--- src/logic/lc3b_macros.svh ---
`ifndef LC3B_MACROS_SVH
`define LC3B_MACROS_SVH

// data path and instruction word width
`define LC3B_WORD_W 16

`define LC3B_NUM_REGS 8     // architectural registers r0..r7

`define LC3B_REG_W 3        // register index width

`endif
--- src/logic/lc3b_isa_pkg.sv ---
`include "lc3b_macros.svh"

package lc3b_isa_pkg;

    typedef logic [`LC3B_WORD_W-1:0] word_t;    // data or instruction word
    typedef logic [`LC3B_REG_W-1:0] reg_idx_t;

    // full lc3b opcode map, only add/and/not are executed here
    typedef enum logic [3:0]
    {
        op_br   = 4'b0000,
        op_add  = 4'b0001,
        op_ldb  = 4'b0010,
        op_stb  = 4'b0011,
        op_jsr  = 4'b0100,
        op_and  = 4'b0101,
        op_ldr  = 4'b0110,
        op_str  = 4'b0111,
        op_rti  = 4'b1000,
        op_not  = 4'b1001,
        op_ldi  = 4'b1010,
        op_sti  = 4'b1011,
        op_jmp  = 4'b1100,
        op_shf  = 4'b1101,
        op_lea  = 4'b1110,
        op_trap = 4'b1111
    } opcode_t;

    typedef enum logic [1:0]
    {
        alu_add = 2'b00,
        alu_and = 2'b01,
        alu_not = 2'b10     // bitwise invert of operand a
    } alu_op_t;

    typedef struct packed
    {
        logic n;
        logic z;
        logic p;
    } nzp_t;                // one-hot condition codes

endpackage : lc3b_isa_pkg

--- src/logic/lc3b_pipe_pkg.sv ---
package lc3b_pipe_pkg;

    // decode register contents, handed from decode to execute
    typedef struct packed
    {
        logic                     valid;
        lc3b_isa_pkg::alu_op_t    alu_op;
        lc3b_isa_pkg::reg_idx_t   dest;
        lc3b_isa_pkg::reg_idx_t   src1;
        lc3b_isa_pkg::reg_idx_t   src2;
        logic                     use_imm;
        lc3b_isa_pkg::word_t      imm;      // sign extended imm5
        lc3b_isa_pkg::word_t      op_a;     // regfile value of src1
        lc3b_isa_pkg::word_t      op_b;     // regfile value of src2
    } dec_t;

    // a register write, both in flight and just retired
    typedef struct packed
    {
        logic                     valid;
        lc3b_isa_pkg::reg_idx_t   dest;
        lc3b_isa_pkg::word_t      data;
    } wb_t;

endpackage : lc3b_pipe_pkg

--- src/logic/lc3b_core.sv ---
module lc3b_core
(
    input  logic                    clk,
    input  logic                    rst,
    input  logic                    instr_valid,
    input  lc3b_isa_pkg::word_t     instr,
    output lc3b_pipe_pkg::wb_t      wb,
    output lc3b_isa_pkg::nzp_t      cc
);

    lc3b_isa_pkg::reg_idx_t   rd_idx_a;
    lc3b_isa_pkg::reg_idx_t   rd_idx_b;
    lc3b_isa_pkg::word_t      rd_data_a;
    lc3b_isa_pkg::word_t      rd_data_b;
    logic                     wr_en;
    lc3b_isa_pkg::reg_idx_t   wr_idx;
    lc3b_isa_pkg::word_t      wr_data;
    lc3b_pipe_pkg::dec_t      dec;
    lc3b_pipe_pkg::wb_t       ex;
    lc3b_pipe_pkg::wb_t       retired;

    lc3b_regfile regfile
    (
        .clk(clk),
        .rst(rst),
        .rd_idx_a(rd_idx_a),
        .rd_idx_b(rd_idx_b),
        .rd_data_a(rd_data_a),
        .rd_data_b(rd_data_b),
        .wr_en(wr_en),
        .wr_idx(wr_idx),
        .wr_data(wr_data)
    );

    lc3b_decode decode
    (
        .clk(clk),
        .rst(rst),
        .instr_valid(instr_valid),
        .instr(instr),
        .rd_idx_a(rd_idx_a),
        .rd_idx_b(rd_idx_b),
        .rd_data_a(rd_data_a),
        .rd_data_b(rd_data_b),
        .dec(dec)
    );

    lc3b_execute execute
    (
        .clk(clk),
        .rst(rst),
        .dec(dec),
        .retired(retired),
        .ex(ex)
    );

    lc3b_writeback writeback
    (
        .clk(clk),
        .rst(rst),
        .ex(ex),
        .wr_en(wr_en),
        .wr_idx(wr_idx),
        .wr_data(wr_data),
        .retired(retired),
        .cc(cc)
    );

    assign wb = ex;     // execute register is the result port

endmodule : lc3b_core

--- src/logic/lc3b_writeback.sv ---
module lc3b_writeback
(
    input  logic                     clk,
    input  logic                     rst,
    input  lc3b_pipe_pkg::wb_t       ex,
    output logic                     wr_en,
    output lc3b_isa_pkg::reg_idx_t   wr_idx,
    output lc3b_isa_pkg::word_t      wr_data,
    output lc3b_pipe_pkg::wb_t       retired,
    output lc3b_isa_pkg::nzp_t       cc
);

    lc3b_isa_pkg::nzp_t   gen_cc;

    // regfile takes the write at the next edge
    assign wr_en = ex.valid;
    assign wr_idx = ex.dest;
    assign wr_data = ex.data;

    always_comb
    begin
        gen_cc.n = ex.data[$bits(ex.data)-1];     // sign bit
        gen_cc.z = (ex.data == '0);
        gen_cc.p = !gen_cc.n && !gen_cc.z;
    end

    // keeps the write for one cycle so execute can still see it
    always_ff @(posedge clk)
    begin
        retired <= ex;
        if (rst)
            retired.valid <= 1'b0;
    end

    always_ff @(posedge clk)
    begin
        if (rst)
        begin
            cc <= '{n: 1'b0, z: 1'b1, p: 1'b0};   // registers are all zero
        end
        else if (ex.valid)
        begin
            cc <= gen_cc;
        end
    end

endmodule : lc3b_writeback

--- src/logic/lc3b_execute.sv ---
module lc3b_execute
(
    input  logic                   clk,
    input  logic                   rst,
    input  lc3b_pipe_pkg::dec_t    dec,
    input  lc3b_pipe_pkg::wb_t     retired,
    output lc3b_pipe_pkg::wb_t     ex
);

    lc3b_isa_pkg::word_t   opnd_a;      // src1 after forwarding
    lc3b_isa_pkg::word_t   src2_val;    // src2 after forwarding
    lc3b_isa_pkg::word_t   opnd_b;      // src2 or immediate
    lc3b_isa_pkg::word_t   result;
    lc3b_pipe_pkg::wb_t    ex_nxt;

    // youngest pending write wins, regfile read is the fallback
    function automatic lc3b_isa_pkg::word_t forward
    (
        input lc3b_isa_pkg::reg_idx_t   src,
        input lc3b_isa_pkg::word_t      read_val,
        input lc3b_pipe_pkg::wb_t       ex_rec,
        input lc3b_pipe_pkg::wb_t       ret_rec
    );
        lc3b_isa_pkg::word_t val;
        val = read_val;
        if (ex_rec.valid && (ex_rec.dest == src))
            val = ex_rec.data;          // one instruction ahead
        else if (ret_rec.valid && (ret_rec.dest == src))
            val = ret_rec.data;         // two ahead, written at last edge
        return val;
    endfunction

    always_comb
    begin
        opnd_a = forward(dec.src1, dec.op_a, ex, retired);
        src2_val = forward(dec.src2, dec.op_b, ex, retired);
        opnd_b = dec.use_imm ? dec.imm : src2_val;
    end

    always_comb
    begin
        case (dec.alu_op)
            lc3b_isa_pkg::alu_add:
            begin
                result = opnd_a + opnd_b;
            end
            lc3b_isa_pkg::alu_and:
            begin
                result = opnd_a & opnd_b;
            end
            lc3b_isa_pkg::alu_not:
            begin
                result = ~opnd_a;
            end
            default:
            begin
                result = opnd_a;        // unused encoding
            end
        endcase
    end

    always_comb
    begin
        ex_nxt.valid = dec.valid;
        ex_nxt.dest = dec.dest;
        ex_nxt.data = result;
    end

    always_ff @(posedge clk)
    begin
        ex <= ex_nxt;
        if (rst)
            ex.valid <= 1'b0;
    end

endmodule : lc3b_execute

--- src/logic/lc3b_decode.sv ---
module lc3b_decode
(
    input  logic                     clk,
    input  logic                     rst,
    input  logic                     instr_valid,
    input  lc3b_isa_pkg::word_t      instr,
    output lc3b_isa_pkg::reg_idx_t   rd_idx_a,
    output lc3b_isa_pkg::reg_idx_t   rd_idx_b,
    input  lc3b_isa_pkg::word_t      rd_data_a,
    input  lc3b_isa_pkg::word_t      rd_data_b,
    output lc3b_pipe_pkg::dec_t      dec
);

    lc3b_isa_pkg::opcode_t   opcode;
    lc3b_isa_pkg::alu_op_t   alu_op;
    logic                    kept;          // opcode handled by this core
    lc3b_pipe_pkg::dec_t     dec_nxt;

    always_comb
    begin
        opcode = lc3b_isa_pkg::opcode_t'(instr[15:12]);
        kept = 1'b1;
        alu_op = lc3b_isa_pkg::alu_add;

        case (opcode)
            lc3b_isa_pkg::op_add:
            begin
                alu_op = lc3b_isa_pkg::alu_add;
            end
            lc3b_isa_pkg::op_and:
            begin
                alu_op = lc3b_isa_pkg::alu_and;
            end
            lc3b_isa_pkg::op_not:
            begin
                alu_op = lc3b_isa_pkg::alu_not;
            end
            default:
            begin
                kept = 1'b0;        // dropped, never reaches writeback
            end
        endcase
    end

    // sr1 in [8:6], sr2 in [2:0], both read every cycle
    assign rd_idx_a = instr[8:6];
    assign rd_idx_b = instr[2:0];

    always_comb
    begin
        dec_nxt.valid = instr_valid && kept;
        dec_nxt.alu_op = alu_op;
        dec_nxt.dest = instr[11:9];
        dec_nxt.src1 = rd_idx_a;
        dec_nxt.src2 = rd_idx_b;
        // not has bit 5 set as part of its encoding, it takes no immediate
        dec_nxt.use_imm = instr[5] && (opcode != lc3b_isa_pkg::op_not);
        dec_nxt.imm = lc3b_isa_pkg::word_t'($signed(instr[4:0]));   // sext imm5
        dec_nxt.op_a = rd_data_a;
        dec_nxt.op_b = rd_data_b;
    end

    always_ff @(posedge clk)
    begin
        dec <= dec_nxt;
        if (rst)
            dec.valid <= 1'b0;
    end

endmodule : lc3b_decode

--- src/logic/lc3b_regfile.sv ---
`include "lc3b_macros.svh"

module lc3b_regfile
(
    input  logic                     clk,
    input  logic                     rst,
    input  logic [`LC3B_REG_W-1:0]   rd_idx_a,
    input  logic [`LC3B_REG_W-1:0]   rd_idx_b,
    output logic [`LC3B_WORD_W-1:0]  rd_data_a,
    output logic [`LC3B_WORD_W-1:0]  rd_data_b,
    input  logic                     wr_en,
    input  logic [`LC3B_REG_W-1:0]   wr_idx,
    input  logic [`LC3B_WORD_W-1:0]  wr_data
);

    logic [`LC3B_WORD_W-1:0] regs [`LC3B_NUM_REGS];

    always_ff @(posedge clk)
    begin
        if (rst)
        begin
            for (int i = 0; i < `LC3B_NUM_REGS; i++)
                regs[i] <= '0;
        end
        else if (wr_en)
        begin
            regs[wr_idx] <= wr_data;
        end
    end

    // no write-through, a same-cycle write is picked up by forwarding
    assign rd_data_a = regs[rd_idx_a];
    assign rd_data_b = regs[rd_idx_b];

endmodule : lc3b_regfile

--- config.mk ---
export PLATFORM = sky130hd
export DESIGN_NAME = lc3b_core
export DESIGN_NICKNAME = d
export VERILOG_FILES = /design/src/logic/lc3b_isa_pkg.sv /design/src/logic/lc3b_pipe_pkg.sv /design/src/logic/lc3b_core.sv /design/src/logic/lc3b_writeback.sv /design/src/logic/lc3b_execute.sv /design/src/logic/lc3b_decode.sv /design/src/logic/lc3b_regfile.sv
export VERILOG_INCLUDE_DIRS = /design/src /design/src/logic
export SDC_FILE = /design/constraint.sdc
export NUM_CORES = 1
export LEC_CHECK = 0
export BUFFER_PORTS_ARGS = -buffer_cell sky130_fd_sc_hd__buf_2
export CAP_MARGIN = 20
export CORE_ASPECT_RATIO = 0.9
export CORE_MARGIN = 5
export CORE_UTILIZATION = 61
export DETAILED_ROUTE_END_ITERATION = 12
export GPL_TIMING_DRIVEN = 1
export PLACE_DENSITY_LB_ADDON = 0.15
export SLEW_MARGIN = 15
export SYNTH_ARGS = -nofsm -noshare
export SYNTH_HDL_FRONTEND = slang
export SYNTH_SLANG_ARGS = --single-unit
--- constraint.sdc ---
create_clock -name clk -period 4 [get_ports clk]
set_clock_uncertainty 0.2 [all_clocks]
set_input_delay 0.6 -clock clk [delete_from_list [all_inputs] [get_ports clk]]
set_output_delay 0.6 -clock clk [all_outputs]
set_load 0.03 [all_outputs]
==> results by group <==
Clock network
  – Post-CTS resize count: 0
  – Clock root buffer: clkbuf_16
  – Max Root-Sink Buffers: 3
  – Clock latency on the worst-skew pair: 0.51 ns
  – CTS tree: yes
  – CTS clk-pin slew, worst paths: about 0.060 ns
  – Post-CTS Setup Inserts: 0
  – Clk sinks: ~220
  – CTS Hold Buffers Added: 5
  – H-Tree Level Count: 1
  – CTS Buf Count: 24

Hold path
  – Min-delay src: instr[0]
  – HP Class: in2reg
  – WHS Path Cells: 1
  – Hold endpoint: decode.dec[49]$_DFF_P_

GRT
  – Largest net degree at the start of global routing: 34
  – GR Util met1: 0.3814
  – Antenna violations before repair: 0
  – Gr ovfl total: 0
  – GRT Max-Usage Layer: met2
  – Vias in the first global route: 7354
  – GRT Util Overall: 0.2732
  – First-pass GRT wire length: 41820 µm
  – Met3 usage: 0.04733
  – Met2 Track Usage GR: 0.4501

Critical path
  – Worst reg2reg startpoint: decode.dec[53]$_DFF_P_
  – Critical Path Sink Type: flip-flop
  – Reg2reg end: execute.ex[15]$_DFF_P_
  – Worst path bufs/invs: 1
  – Critical Path Most Common Cell: xnor2_1
  – Worst path max stage delay: 0.51 ns
  – CP delay by family, top: compound AO/OA/AOI/OAI gates
  – CP Launch Point: decode.dec[53]$_DFF_P_
  – Critical Path Slowest Stage Cell: or4_4
  – FF-to-FF path depth: 12
  – WP data arrival: 3.90 ns
  – CP required: between 4 and 5 ns
  – Cell Chain, Critical Path: xnor2_1 > nand4_2 > buf_4 > mux2i_1 > a21oi_1 > ha_1 > a21o_1 > a31o_4 > or4_4 > o21ai_2 > xnor2_1 > a211o_1
  – R2R Setup Slk: about 0.3 ns
  – Maximum fanout along the worst path: 8
  – Setup CP Type: reg2reg
  – CP Launch Type: flip-flop

Routing
  – DRT antenna net count: 0
  – Via Count: 7021
  – # DRC: 0
  – Drt wl/cell: 24.05 µm
  – Vias per inst: 6.235
  – Initial DRC count: 724
  – Final WL: roughly 27000 µm
  – First drt pass iteration count: 5

STA
  – Slew Limit Fails: 0
  – Post-route clock period utilization: 0.9239
  – Fmax achieved: about 270 MHz
  – Worst rel slew slack: 0.3170
  – Worst Max-Slew Pin Slew: 1.022 ns
  – Final setup viols: 0
  – Setup TNS: 0 ns
  – Crit path time final: about 3.7 ns
  – RSZ-0062 raised after global routing: no
  – Fin. Hold Viols: 0

Power
  – Max IR drop VDD: 0.0003748 V
  – Leakage: 0.004882 µW
  – PD cells: 497.0 nW/µm²

Place
  – Final HPWL DP: between 15000 and 20000 µm
  – Gpl congestion: 0.8490
  – Post-DP Area: between 10000 and 15000 µm²
  – Port buffer count: 41

Yosys
  – Post-synth ARST share: 0
  – Synthesis warning total: 0
  – Cell count after synthesis: between 800 and 900
  – Syn nets: 880
  – Post-synth top flop: edfxtp_1
  – Count of cell types in the netlist: 57
  – Synth Cell Area: roughly 11000 µm²
  – Mean post-synth cell area: approximately 13 µm²
  – Post-synthesis sequential area ratio: 0.5237
  – FF+latch count, synth: 218
  – EDFF count, synth: 128

Final layout
  – # diodes: 0
  – Fraction of layout cells with a size suffix above 1: 0.2404
  – Net count, final: 905
  – Layout area overhead: 11.94%
  – Final Cell Area: 12070 µm²

Die
  – Die W: approximately 150 µm
  – Starting density of the core: 0.6161
  – Core area: between 15000 and 20000 µm²
  – Die H: 136.1 µm
  – Die ar.: ~20000 µm²
  – Total I/O pin count: between 40 and 50
  – Row cnt: 46

Flow run
  – Max Cap Violations: 0

Outcome
  – Status: completed
[Yosys cell counts (2+ instances only)]
| library cell | count | area [µm²] |
|---|---|---|
| nor2_1 | 47 | 176.4 |
| o221a_1 | 3 | 33.78 |
| a31oi_1 | 2 | 12.51 |
| buf_2 | 12 | 60.06 |
| nor3b_1 | 2 | 15.01 |
| dfxtp_1 | 90 | 1802 |
| ha_1 | 17 | 212.7 |
| edfxtp_1 | 128 | 3844 |
| nor4_1 | 3 | 18.77 |
| a21oi_1 | 47 | 235.2 |
| nand4_1 | 5 | 31.28 |
| nor2b_1 | 9 | 56.30 |
| or2_2 | 9 | 56.30 |
| a221oi_1 | 2 | 17.52 |
| o21a_1 | 3 | 22.52 |
| o211ai_1 | 4 | 30.03 |
| inv_1 | 6 | 22.52 |
| o31a_1 | 2 | 17.52 |
| and2_1 | 130 | 813.3 |
| mux2_2 | 34 | 382.9 |
| mux2i_1 | 39 | 390.4 |
| nand2_1 | 30 | 112.6 |
| xnor2_1 | 15 | 131.4 |
| o21ai_1 | 18 | 90.09 |
| a211o_1 | 3 | 26.28 |
| xor2_1 | 11 | 96.34 |
| nand2b_1 | 7 | 43.79 |
| o21ai_0 | 10 | 50.05 |
| mux4_2 | 64 | 1441 |
| a211oi_1 | 5 | 37.54 |
| a21o_1 | 7 | 52.55 |
| clkbuf_1 | 45 | 168.9 |
| buf_1 | 5 | 18.77 |
| buf_4 | 2 | 15.01 |
| nor3_1 | 5 | 25.02 |
[metal layers]
layer / routed length [µm] / up-vias
li1: - / 3160
met1: 10940 / 3525
met3: 2280 / 45
met5: 0 / -
met4: 565 / 0
met2: 13300 / 291
[placed cells by master (no fill, tap or decap), types with 18 or more instances in the layout]
| cell | count |
|---|---|
| mux2i_1 | 39 |
| nor2_1 | 47 |
| edfxtp_1 | 128 |
| mux2_2 | 34 |
| a21oi_1 | 47 |
| nand2_1 | 30 |
| dfxtp_1 | 90 |
| o21ai_1 | 18 |
| mux4_2 | 64 |
| clkbuf_16 | 25 |
| and2_1 | 130 |
| buf_2 | 41 |
[final cells by class]
cell class	count	area (µm²)
Tap cell	240	300.3
Sequential cell	218	5645
Timing Repair Buffer	64	427.9
Fill cell	1267	5430
Multi-Input combinational cell	554	4852
Inverter	6	22.52
Clock buffer	29	640.6
Clock inverter	15	177.7
[state kept, by name (all words and copies together), names as in the netlist]
signal             count
writeback.cc           3
regfile.regs         128
decode.dec            47
execute.ex            20
writeback.retired     20
[worst register-to-register path, cell delays in order (launching register included)]
cell and delay, ns:
dfxtp_1 0.34, xnor2_1 0.25, nand4_2 0.28, buf_4 0.29, mux2i_1 0.13, a21oi_1 0.25
ha_1 0.34, a21o_1 0.22, a31o_4 0.27, or4_4 0.52, o21ai_2 0.14, xnor2_1 0.08
a211o_1 0.28
[worst max-delay path by stage]
| stage | end | slack, ns | cells after the start |
|---|---|---|---|
| CTS | execute.ex[15]$_DFF_P_ | 0.32 | 12 |
| floorplan | execute.ex[15]$_DFF_P_ | 0.20 | 15 |
| global route | execute.ex[14]$_DFF_P_ | 0.06 | 14 |
| global placement | execute.ex[14]$_DFF_P_ | 0.50 | 14 |
| finish | execute.ex[15]$_DFF_P_ | 0.30 | 12 |
| detailed placement | execute.ex[15]$_DFF_P_ | 0.38 | 12 |
[per-stage QoR]
step / utilization / hold slack, ns / total power (µW) / worst slack, ns / instances
global placement: 0.6400 / 0.1108 / 3722 / 0.4970 / 1077
detailed placement: 0.6400 / 0.1146 / 3746 / 0.3793 / 1077
global route: 0.6896 / 0.07967 / 6212 / 0.05678 / 1126
floorplan: - / 0.1096 / 3437 / 0.2013 / 843
CTS: 0.6896 / 0.06413 / 6015 / 0.3200 / 1126
finish: 0.6896 / 0.07568 / 5997 / 0.3043 / 1126
[kinds of logic after synthesis]
kind of cell	count (synthesis)	synth area share
adders and majority gates	18	0.02159
and+or+nand+nor	254	0.1308
DFF	218	0.5237
xor gates and xnor gates	26	0.02113
muxes	138	0.2065
AOI/OAI and AO/OA	118	0.06872
buffers and inverters	71	0.02751
[power breakdown]
part | internal [µW] | switching (µW) | total [µW]
clock network | 1400 | 884 | 2280
registers | 2570 | 293 | 2870
logic | 368 | 478 | 846
total | 4340 | 1660 | 6000
(Power assumes the default switching activity.)
